[src/rtl/noc_consts.svh]
`ifndef NOC_CONSTS_SVH
`define NOC_CONSTS_SVH

// buffer geometry
`define NOC_NUM_LINES   8
`define NOC_LINE_BYTES  16
`define NOC_ELEM_BYTES  4
`define NOC_ELEMS       4

// diagonal buses toward the PE array
`define NOC_NUM_DIAG    6

// line pointer width
`define NOC_PTR_W       3

// conv_complete pulses required before the buffer is released
`define NOC_CPL_WIDE    1
`define NOC_CPL_SHARED  2

`endif
[src/rtl/noc_pkg.sv]
`include "noc_consts.svh"

package noc_pkg;

    // routing pattern selection
    typedef enum logic {
        LAYER_WIDE   = 1'b0,
        LAYER_SHARED = 1'b1
    } layer_t;

    // zero bytes inserted at the low end of each line
    typedef enum logic [1:0] {
        PAD_NONE = 2'd0,
        PAD_ONE  = 2'd1,
        PAD_TWO  = 2'd2
    } pad_mode_t;

    // one buffer line, seen as bytes by the loader and as elements by the reader
    typedef union packed {
        logic [`NOC_LINE_BYTES-1:0][7:0]                bytes;
        logic [`NOC_ELEMS-1:0][`NOC_ELEM_BYTES*8-1:0]   elems;
    } line_word_t;

endpackage

[src/rtl/ifmap_noc.sv]
`timescale 1ns/10ps
`include "noc_consts.svh"

module ifmap_noc import noc_pkg::*; (
    input  logic                                clk,
    input  logic                                rst_n,
    input  logic                                load_valid,
    output logic                                load_ready,
    input  layer_t                              load_layer,
    input  pad_mode_t                           load_mode,
    input  line_word_t [`NOC_NUM_LINES-1:0]     load_lines,
    input  logic [`NOC_NUM_DIAG-1:0]            pe_full,
    input  logic                                conv_complete,
    output logic                                out_valid,
    output logic [`NOC_ELEM_BYTES*8-1:0]        out_data,
    output logic [`NOC_PTR_W-1:0]               out_line,
    output logic [$clog2(`NOC_ELEMS)-1:0]       out_elem,
    output logic [`NOC_NUM_DIAG-1:0]            out_bus,
    output logic                                free_buffer
);

    logic                           load_en;
    layer_t                         layer;
    pad_mode_t                      mode;
    logic                           stream_en;
    logic                           stream_done;
    logic                           line_ok;
    logic                           advance;
    logic [`NOC_NUM_DIAG-1:0]       bus_mask;

    noc_ctrl u_ctrl (
        .clk           (clk),
        .rst_n         (rst_n),
        .load_valid    (load_valid),
        .load_layer    (load_layer),
        .load_mode     (load_mode),
        .conv_complete (conv_complete),
        .stream_done   (stream_done),
        .load_ready    (load_ready),
        .load_en       (load_en),
        .layer         (layer),
        .mode          (mode),
        .stream_en     (stream_en),
        .free_buffer   (free_buffer)
    );

    ifmap_line_buffer u_buf (
        .clk        (clk),
        .rst_n      (rst_n),
        .load_en    (load_en),
        .mode       (mode),
        .load_lines (load_lines),
        .rd_line    (out_line),
        .rd_elem    (out_elem),
        .rd_data    (out_data)
    );

    read_ptr_gen u_ptr (
        .clk         (clk),
        .rst_n       (rst_n),
        .load_en     (load_en),
        .advance     (advance),
        .line_ptr    (out_line),
        .elem_ptr    (out_elem),
        .stream_done (stream_done)
    );

    diag_route u_route (
        .layer    (layer),
        .line_ptr (out_line),
        .pe_full  (pe_full),
        .bus_mask (bus_mask),
        .line_ok  (line_ok)
    );

    // a packet leaves only while streaming and its buses have room
    assign advance   = stream_en & line_ok;
    assign out_valid = advance;
    assign out_bus   = out_valid ? bus_mask : '0;

endmodule

[src/rtl/diag_route.sv]
`timescale 1ns/10ps
`include "noc_consts.svh"

module diag_route import noc_pkg::*; (
    input  layer_t                      layer,
    input  logic [`NOC_PTR_W-1:0]       line_ptr,
    input  logic [`NOC_NUM_DIAG-1:0]    pe_full,
    output logic [`NOC_NUM_DIAG-1:0]    bus_mask,
    output logic                        line_ok
);

    localparam logic [`NOC_PTR_W-1:0] NUM_DIAG = `NOC_PTR_W'(`NOC_NUM_DIAG);

    logic [`NOC_PTR_W-1:0]    diag_idx;
    logic [`NOC_PTR_W-1:0]    diag_next;
    logic [`NOC_NUM_DIAG-1:0] own_bus;
    logic [`NOC_NUM_DIAG-1:0] next_bus;

    // line index folded onto the bus count, lines never exceed twice the bus count
    assign diag_idx = (line_ptr >= NUM_DIAG) ? line_ptr - NUM_DIAG : line_ptr;

    // neighbouring diagonal, wrapping back to bus 0
    assign diag_next = (diag_idx == NUM_DIAG - 1'b1) ? '0 : diag_idx + 1'b1;

    assign own_bus  = `NOC_NUM_DIAG'(1) << diag_idx;
    assign next_bus = `NOC_NUM_DIAG'(1) << diag_next;

    // wide layer feeds one diagonal per line, shared layer also feeds the next one
    always_comb begin
        case (layer)
            LAYER_SHARED: bus_mask = own_bus | next_bus;
            default:      bus_mask = own_bus;
        endcase
    end

    // a line may go only if none of its target buses is full
    assign line_ok = ~|(bus_mask & pe_full);

endmodule

[src/rtl/read_ptr_gen.sv]
`timescale 1ns/10ps
`include "noc_consts.svh"

module read_ptr_gen (
    input  logic                            clk,
    input  logic                            rst_n,
    input  logic                            load_en,
    input  logic                            advance,
    output logic [`NOC_PTR_W-1:0]           line_ptr,
    output logic [$clog2(`NOC_ELEMS)-1:0]   elem_ptr,
    output logic                            stream_done
);

    localparam logic [`NOC_PTR_W-1:0]         LAST_LINE = `NOC_PTR_W'(`NOC_NUM_LINES - 1);
    localparam logic [$clog2(`NOC_ELEMS)-1:0] LAST_ELEM = $clog2(`NOC_ELEMS)'(`NOC_ELEMS - 1);

    logic line_wrap;

    assign line_wrap = (line_ptr == LAST_LINE);

    // last packet of the buffer is going out this cycle
    assign stream_done = advance && line_wrap && (elem_ptr == LAST_ELEM);

    // lines are the inner loop, elements the outer one
    always_ff @(posedge clk or negedge rst_n) begin
        if (!rst_n) begin
            line_ptr <= '0;
            elem_ptr <= '0;
        end else if (load_en) begin
            line_ptr <= '0;
            elem_ptr <= '0;
        end else if (advance) begin
            if (line_wrap) begin
                line_ptr <= '0;
                elem_ptr <= elem_ptr + 1'b1;
            end else begin
                line_ptr <= line_ptr + 1'b1;
            end
        end
    end

endmodule

[src/rtl/ifmap_line_buffer.sv]
`timescale 1ns/10ps
`include "noc_consts.svh"

module ifmap_line_buffer import noc_pkg::*; (
    input  logic                                clk,
    input  logic                                rst_n,
    input  logic                                load_en,
    input  pad_mode_t                           mode,
    input  line_word_t [`NOC_NUM_LINES-1:0]     load_lines,
    input  logic [`NOC_PTR_W-1:0]               rd_line,
    input  logic [$clog2(`NOC_ELEMS)-1:0]       rd_elem,
    output logic [`NOC_ELEM_BYTES*8-1:0]        rd_data
);

    line_word_t [`NOC_NUM_LINES-1:0] lines;
    line_word_t                      cur_line;
    line_word_t                      padded;
    int unsigned                     pad;

    // mode is latched together with the lines, so it stays valid for the whole buffer
    assign pad      = int'(mode);
    assign cur_line = lines[rd_line];

    // shift the selected line up by the pad, zero fill at the bottom, top bytes fall off
    always_comb begin
        for (int k = 0; k < `NOC_LINE_BYTES; k++) begin
            if (k < pad) begin
                padded.bytes[k] = 8'h00;
            end else begin
                padded.bytes[k] = cur_line.bytes[k - pad];
            end
        end
    end

    always_ff @(posedge clk or negedge rst_n) begin
        if (!rst_n) begin
            lines <= '0;
        end else if (load_en) begin
            lines <= load_lines;
        end
    end

    // element select through the element view of the union
    assign rd_data = padded.elems[rd_elem];

endmodule

[src/rtl/noc_ctrl.sv]
`timescale 1ns/10ps
`include "noc_consts.svh"

module noc_ctrl import noc_pkg::*; (
    input  logic      clk,
    input  logic      rst_n,
    input  logic      load_valid,
    input  layer_t    load_layer,
    input  pad_mode_t load_mode,
    input  logic      conv_complete,
    input  logic      stream_done,
    output logic      load_ready,
    output logic      load_en,
    output layer_t    layer,
    output pad_mode_t mode,
    output logic      stream_en,
    output logic      free_buffer
);

    localparam logic [1:0] ST_IDLE   = 2'd0;
    localparam logic [1:0] ST_STREAM = 2'd1;
    localparam logic [1:0] ST_WAIT   = 2'd2;

    logic [1:0] state;
    logic [1:0] cpl_cnt;
    logic [1:0] cpl_target;
    logic       cpl_last;

    // buffer accepts a new load only when it is empty
    assign load_ready = (state == ST_IDLE);
    assign load_en    = load_valid & load_ready;
    assign stream_en  = (state == ST_STREAM);

    assign cpl_target = (layer == LAYER_SHARED) ? 2'(`NOC_CPL_SHARED) : 2'(`NOC_CPL_WIDE);

    // the pulse that brings the count up to the layer target releases the buffer
    assign cpl_last = (state == ST_WAIT) && conv_complete && (cpl_cnt + 2'd1 == cpl_target);

    always_ff @(posedge clk or negedge rst_n) begin
        if (!rst_n) begin
            state <= ST_IDLE;
        end else begin
            case (state)
                ST_IDLE: begin
                    if (load_en) begin
                        state <= ST_STREAM;
                    end
                end
                ST_STREAM: begin
                    if (stream_done) begin
                        state <= ST_WAIT;
                    end
                end
                ST_WAIT: begin
                    if (cpl_last) begin
                        state <= ST_IDLE;
                    end
                end
                default: state <= ST_IDLE;
            endcase
        end
    end

    // layer and mode are held for the whole life of the loaded buffer
    always_ff @(posedge clk or negedge rst_n) begin
        if (!rst_n) begin
            layer <= LAYER_WIDE;
            mode  <= PAD_NONE;
        end else if (load_en) begin
            layer <= load_layer;
            mode  <= load_mode;
        end
    end

    // pulses outside the wait state are ignored
    always_ff @(posedge clk or negedge rst_n) begin
        if (!rst_n) begin
            cpl_cnt <= '0;
        end else if (load_en) begin
            cpl_cnt <= '0;
        end else if ((state == ST_WAIT) && conv_complete) begin
            cpl_cnt <= cpl_cnt + 2'd1;
        end
    end

    always_ff @(posedge clk or negedge rst_n) begin
        if (!rst_n) begin
            free_buffer <= 1'b0;
        end else begin
            free_buffer <= cpl_last;
        end
    end

endmodule

[config.mk]
export PLATFORM = sky130hd
export DESIGN_NAME = ifmap_noc
export DESIGN_NICKNAME = d
export VERILOG_FILES = /design/src/rtl/noc_pkg.sv /design/src/rtl/ifmap_noc.sv /design/src/rtl/diag_route.sv /design/src/rtl/read_ptr_gen.sv /design/src/rtl/ifmap_line_buffer.sv /design/src/rtl/noc_ctrl.sv
export VERILOG_INCLUDE_DIRS = /design/src /design/src/rtl
export SDC_FILE = /design/constraint.sdc
export NUM_CORES = 2
export LEC_CHECK = 0
export BUFFER_PORTS_ARGS = -buffer_cell sky130_fd_sc_hd__buf_2
export CAP_MARGIN = 20
export CORE_AREA = 2 2 416 418
export DETAILED_ROUTE_END_ITERATION = 7
export DIE_AREA = 0 0 418 420
export GPL_TIMING_DRIVEN = 0
export SLEW_MARGIN = 20
export SYNTH_ARGS = -nofsm -noshare
export SYNTH_HDL_FRONTEND = slang
export SYNTH_SLANG_ARGS = --single-unit
[constraint.sdc]
create_clock -name clk -period 9 [get_ports clk]
set_input_delay 1.8 -clock clk [delete_from_list [all_inputs] [get_ports clk]]
set_output_delay 1.8 -clock clk [all_outputs]
set_load 0.02 [all_outputs]
Word level (Yosys, flattened, before mapping)
Index checks and enable logic that the tools add are counted.
Widths: inputs -> output; s select.
{"block": "word_totals", "regBits": 1037, "latchBits": 0, "ram_bits": 0, "mem_bits_ro": 0, "inputBits": 1037, "output_inout_bits": 46, "elab_cells": 167, "memories": 0}
{"block": "op_classes", "add_sub_neg": 21, "mul": 0, "n_div": 0, "magnitude_cmp": 35, "eq_ne": 9, "n_shift": 2, "n_mux": 69, "n_bitwise": 4, "n_reduce_logical": 12}
{"op": "$bmux 8 s4", "count": 16}
{"op": "$lt 32x5->1 const B", "count": 16}
{"op": "$bmux 128 s3", "count": 1}
{"op": "$mux 8", "count": 32}
{"op": "$mux 128", "count": 1}
{"op": "$bmux 32 s2", "count": 1}
{"op": "$sub 4x2->5 const A", "count": 8}
{"op": "$lt 4x2->1 const A", "count": 8}
{"op": "$mux 32", "count": 1}
{"op": "$mux 2", "count": 9}
{"op": "$sub 3x2->4 const A", "count": 4}
{"op": "$mux 3", "count": 5}
{"op": "$lt 3x2->1 const A", "count": 4}
{"op": "$mux 6", "count": 2}
{"op": "$shl 1x3->6 const A", "count": 2}
{"op": "$add 3x1->3 const B", "count": 2}
{"op": "$and 6x6->6", "count": 1}
{"op": "$eq 3x3->1 const B", "count": 2}
{"op": "$or 6x6->6", "count": 1}
{"op": "$pmux 2 s3", "count": 1}
{"op": "$reduce_bool 2->1", "count": 3}
{"op": "$reduce_or 6->1", "count": 1}
{"op": "$sub 1x2->3 const A", "count": 2}
{"op": "$sub 2x2->3 const A", "count": 2}
{"op": "18 further kinds", "count": 27}

Logic depth before layout (Yosys ltp)
{"block": "depth", "word_depth": 15, "mapped_depth": 14, "ltp_nobuf": 11}

Modules after synthesis
A second synthesis with hierarchy kept.
{"block": "hier_totals", "cells_unflattened": 3449, "hier_area_um2": 50315.8}
{"module": "ifmap_line_buffer", "instances": 1, "cells_per_inst": 3358, "area_each_um2": 49373.6, "seq_area_each_um2": 25624.6}
{"module": "noc_ctrl", "instances": 1, "cells_per_inst": 31, "area_each_um2": 396.6, "seq_area_each_um2": 200.2}
{"module": "read_ptr_gen", "instances": 1, "cells_per_inst": 24, "area_each_um2": 276.5, "seq_area_each_um2": 125.1}
{"module": "diag_route", "instances": 1, "cells_per_inst": 29, "area_each_um2": 224.0, "seq_area_each_um2": 0.0}
{"module": "ifmap_noc", "instances": 1, "cells_per_inst": 7, "area_each_um2": 45.0, "seq_area_each_um2": 0.0}

Worst setup path before layout
OpenSTA, ideal clock, no wires.
{"block": "synth_path", "path_type": "flip-flop to output port", "startpoint": "reg u_ctrl.mode[0]", "endpoint": "out out_data[5]", "arrival_ns": 3.552, "required_ns": 7.200, "slack_ns": 3.648, "stages_incl_launch_ff": 12, "path_buffers": 7, "path_cell_list": "dfrtp_1 > buf_2 > inv_2 > buf_1 > clkbuf_1 > ha_1 > buf_4 > clkbuf_1 > buf_1 > clkbuf_1 > a31oi_1 > a2111oi_1"}
{"block": "synth_between", "elab_chain_cells": 6, "word_cells_on_any_way": 22, "classes_between": "add/sub (4); order compare (4); mux (14)"}
{"element": "start: declaration", "line": "noc_ctrl.sv:15", "text": "output pad_mode_t mode,"}
{"element": "start signal: assignment", "line": "noc_ctrl.sv:71", "text": "mode <= load_mode;"}
{"element": "$sub 4x2->5, or another cell as far along", "line": "ifmap_line_buffer.sv:30", "text": "padded.bytes[k] = cur_line.bytes[k - pad];"}
{"element": "$bmux 8 s4", "line": "ifmap_line_buffer.sv:30"}
{"element": "$mux 8 (not written as such)", "line": "ifmap_line_buffer.sv:30"}
{"element": "$mux 8", "line": "ifmap_line_buffer.sv:27", "text": "if (k < pad) begin"}
{"element": "$bmux 32 s2 (*)", "line": "ifmap_line_buffer.sv:44", "text": "assign rd_data = padded.elems[rd_elem];"}
{"element": "$mux 32 (not written as such) (*)", "line": "ifmap_line_buffer.sv:44"}
{"element": "end: declaration", "line": "ifmap_noc.sv:15", "text": "output logic [`NOC_ELEM_BYTES*8-1:0] out_data,"}
Mark *: on every way between the ends. The rest lies on a longest branch, timed or not. The select of a mux whose other input is x is not followed.

Final worst setup path
{"block": "layout_path", "startpoint": "reg u_ctrl.mode[0]", "endpoint": "out out_data[16]"}
{"block": "layout_between", "elab_chain_cells": 6, "word_cells_on_any_way": 22, "classes_between": "add/sub (4); order compare (4); mux (14)"}
{"element": "$sub 4x2->5, or another cell as far along", "line": "ifmap_line_buffer.sv:30"}
{"element": "$bmux 8 s4", "line": "ifmap_line_buffer.sv:30"}
{"element": "$mux 8 (not written as such)", "line": "ifmap_line_buffer.sv:30"}
{"element": "$mux 8", "line": "ifmap_line_buffer.sv:27"}
{"element": "$bmux 32 s2 (*)", "line": "ifmap_line_buffer.sv:44"}
{"element": "$mux 32 (not written as such) (*)", "line": "ifmap_line_buffer.sv:44"}
Marked as above.

==> out/results.ini <==
[floorplanning]
fp.dieW_um=418
std_cell_rows=152
die_h_um=420
start_util_pct=29.7
pin_count=1083
die_area_um2=176000
coreArea_um2=171000

[pwr]
max-vdd-ir-drop_uv=201
power_leakage_nw=33.4
p_seq_share_pct=28.9
clock_power_share_pct=17.7
powerDensity_nw_per_um2=443
power_mw=28.2
swShare_pct=48.6
p_sw_mw=13.7
p_int_mw=14.5
combPwrFrac_pct=53.4

[synthesis]
netlist_area_um2=50700
muxShareOfSynthArea_pct=14.2
synth_edf_count=0
synthFlopType=dfrtp_1
synth_top_family_by_area=simple AND/OR/NAND/NOR gates
avgSynthCellArea_um2=8.82
synth-simple-area-share_pct=25.3
async_reset_ff_share_pct=100
synth_xor_area_share_pct=0.0518
synth_adder_area_share_pct=0.173
ys_ff_latch=1037
synth-seq-area-share_pct=51.2
synth_cell_types=70
synth_compound_area_share_pct=5.57
synth_warnings=0
postSynthCellCount=5755
synth_nets=6799

[final_layout]
finalNetCount=8026
syn_to_final_growth_pct=25.6
layoutNonFillerInstCount=9343
fin_area_um2=63700
regArea_um2=25900
fill_cells=17630
multi_input_area_um2=23000
drive_gt1_share_pct=23.0
final_util_pct=37.3

[drt]
drtPass1Iterations=6
top_layer=met5
wl_met2_um=138000
vias=49685
wl_um=299000
vias_per_cell=5.32
drtIter0Drc=5225
m1WireLength_um=118000
route.met3.wl_um=21600
wire_per_inst_um=32.0
antenna_left=0
drcViolationCount=0

[critical_path]
path_max_fanout=10
cp-end-kind=output port
start_kind=flip-flop
reg2reg_depth=13
r2r_end=u_ptr.line_ptr[2]
worstPathArrival_ps=6270
reg2reg_slack_ps=4820
required_ps=7200
rr_startpoint=u_ptr.line_ptr[0]
crit_type=reg2out

[place]
postPlaceCellArea_um2=59700
portBuffers=1082
dp.final_hpwl_um=238000
dp.cells=9098
globalplace.congestion=1.05

[global_route]
grt_max_degree=131
grt.overflow.total=0
grt_util_all_layers_pct=33.3
grt_pass1_wl_um=399000
antenna_found_initial=78
grt_pass1_vias=49491

[sta]
setup_tns_ps=0
setup-violations-final=0
fin_crit_ps=8070
slew_headroom_pct=13.2
fin_crit_sh_pct=89.6
clock-skew-final_ps=31.6
rsz0062_at_grt=no
hold_violations=0
slew_viol_final=0
worst_slew_pin_slew_ps=1290
fmax_mhz=124

[cts]
post_cts_resize_count=0
htreeDepth=3
clock_sinks=1037
holdBufCountCts=0
cts_made_buffers=115
cts_root_buf=clkbuf_16
cts_tree=done
path_clk_slew_ps=60
clock_path_buffers=3
post_cts_buffers=0
clk_latency_ps=790

[worst_hold_path]
min_from=u_buf.lines[609]
whs_path_depth=2
holdPathEnd=u_buf.lines[609]
min_path_type=reg2reg

[run]
drv_cap=0

[status]
outcome=completed

==> through the flow <==
stage,setup slack [ps],hold WS (ps)
2_1_floorplan,3650,437
5_1_grt,906,485
3_3_place_gp,-16890,451
4_1_cts,994,471
3_5_place_dp,1880,457
6_report,933,470
==> placed cells by master, fill, tap and decap left out, types with 21 or more instances in the layout <==
cell	count
dfrtp_1	1037
nor2_1	126
a22oi_1	78
mux4_2	155
clkbuf_2	21
clkbuf_1	249
mux2i_1	303
diode_2	41
o22ai_1	103
buf_4	35
nand2_1	3184
o21ai_0	61
buf_16	21
clkbuf_8	35
a21oi_1	46
buf_2	1114
buf_1	36
mux2_2	55
clkbuf_16	116
==> worst max path at each step <==
| stage | to | slack (ps) | from |
|---|---|---|---|
| 2_1_floorplan | out_data[5] | 3650 | u_ctrl.mode[0] |
| 3_3_place_gp | u_buf.lines[422] | -16890 | rst_n |
| 3_5_place_dp | out_data[16] | 1880 | u_ctrl.mode[0] |
| 4_1_cts | out_data[16] | 990 | u_ctrl.mode[0] |
| 5_1_grt | out_data[5] | 910 | u_ctrl.mode[0] |
| 6_report | out_data[16] | 930 | u_ctrl.mode[0] |
==> Yosys cell counts, types with 7 or more instances <==
| cell | count | area share, % |
|---|---|---|
| nand2_1 | 3184 | 24 |
| dfrtp_1 | 1037 | 51 |
| mux2i_1 | 303 | 6.0 |
| clkbuf_1 | 253 | 1.9 |
| mux4_2 | 155 | 6.9 |
| nor2_1 | 126 | 0.93 |
| o22ai_1 | 103 | 1.3 |
| a22oi_1 | 78 | 1.2 |
| o21ai_0 | 62 | 0.61 |
| mux2_2 | 55 | 1.2 |
| a21oi_1 | 46 | 0.45 |
| buf_1 | 36 | 0.27 |
| buf_4 | 35 | 0.52 |
| buf_2 | 30 | 0.30 |
| a211oi_1 | 20 | 0.30 |
| nand3_1 | 16 | 0.16 |
| nor3_1 | 16 | 0.16 |
| o21ai_1 | 16 | 0.16 |
| buf_6 | 15 | 0.33 |
| o211ai_1 | 15 | 0.22 |
| a211o_1 | 12 | 0.21 |
| nand2b_1 | 10 | 0.12 |
| a22o_1 | 9 | 0.16 |
| a221o_1 | 8 | 0.16 |
| and2_1 | 8 | 0.099 |
| inv_1 | 8 | 0.059 |
| nor2b_1 | 8 | 0.099 |
| o21a_1 | 8 | 0.12 |
| ha_1 | 7 | 0.17 |
==> sequential cells by signal, indices dropped and copies added (netlist names) <==
signal and count:
u_ctrl.layer 1, u_ctrl.mode 2, u_ctrl.free_buffer 1, u_ctrl.state 2, u_buf.lines 1024, u_ptr.elem_ptr 2, u_ptr.line_ptr 3, u_ctrl.cpl_cnt 2
==> power by group through the flow <==
stage               logic, mW  registers [mW]  clock network (mW)
floorplan                8.24            7.67                   0
global placement         14.7            8.10                   0
detailed placement       15.0            8.16                   0
CTS                      15.0            8.10                5.03
global route             15.9            8.37                5.22
finish                   15.1            8.17                4.99
==> logic make-up (layout without fill, tap and decap cells) <==
logic type                 count (synthesis)  count (layout)
and+or+nand+nor                         3384            3384
buffers and inverters                    388            1702
DFF                                     1037            1037
xor gates and xnor gates                   3               3
other                                      0              41
muxes                                    516             516
adders and majority gates                  7               7
AOI/OAI and AO/OA                        420             420
==> metal layers <==
metal | track usage (%) | vias up
met1 | 41.8 | 25140
met3 | 6.27 | 641
li1 | - | 21250
met2 | 53.1 | 2624
met5 | 0 | -
met4 | 20.4 | 30
==> cell type report <==
class                   count  share of cell area [%]
repair buffers           1110                    9.58
multi-input cells        4330                    36.1
clock buffers             170                    5.42
inverters                  15                  0.0884
plain buffers             373                    2.76
clock inverters            34                   0.752
well taps                2233                    4.39
flip-flops and latches   1037                    40.7
diodes                     41                   0.161
==> worst max-delay path, cell delays in order, from the launching register on <==
cell,delay (ps)
dfrtp_1,380
buf_2,200
inv_2,280
buf_1,760
clkbuf_1,710
ha_1,290
buf_4,240
clkbuf_1,550
buf_1,620
clkbuf_1,410
nand3_1,220
a311oi_1,490
buf_2,310
No activity file was read; power rests on OpenSTA's default activity.
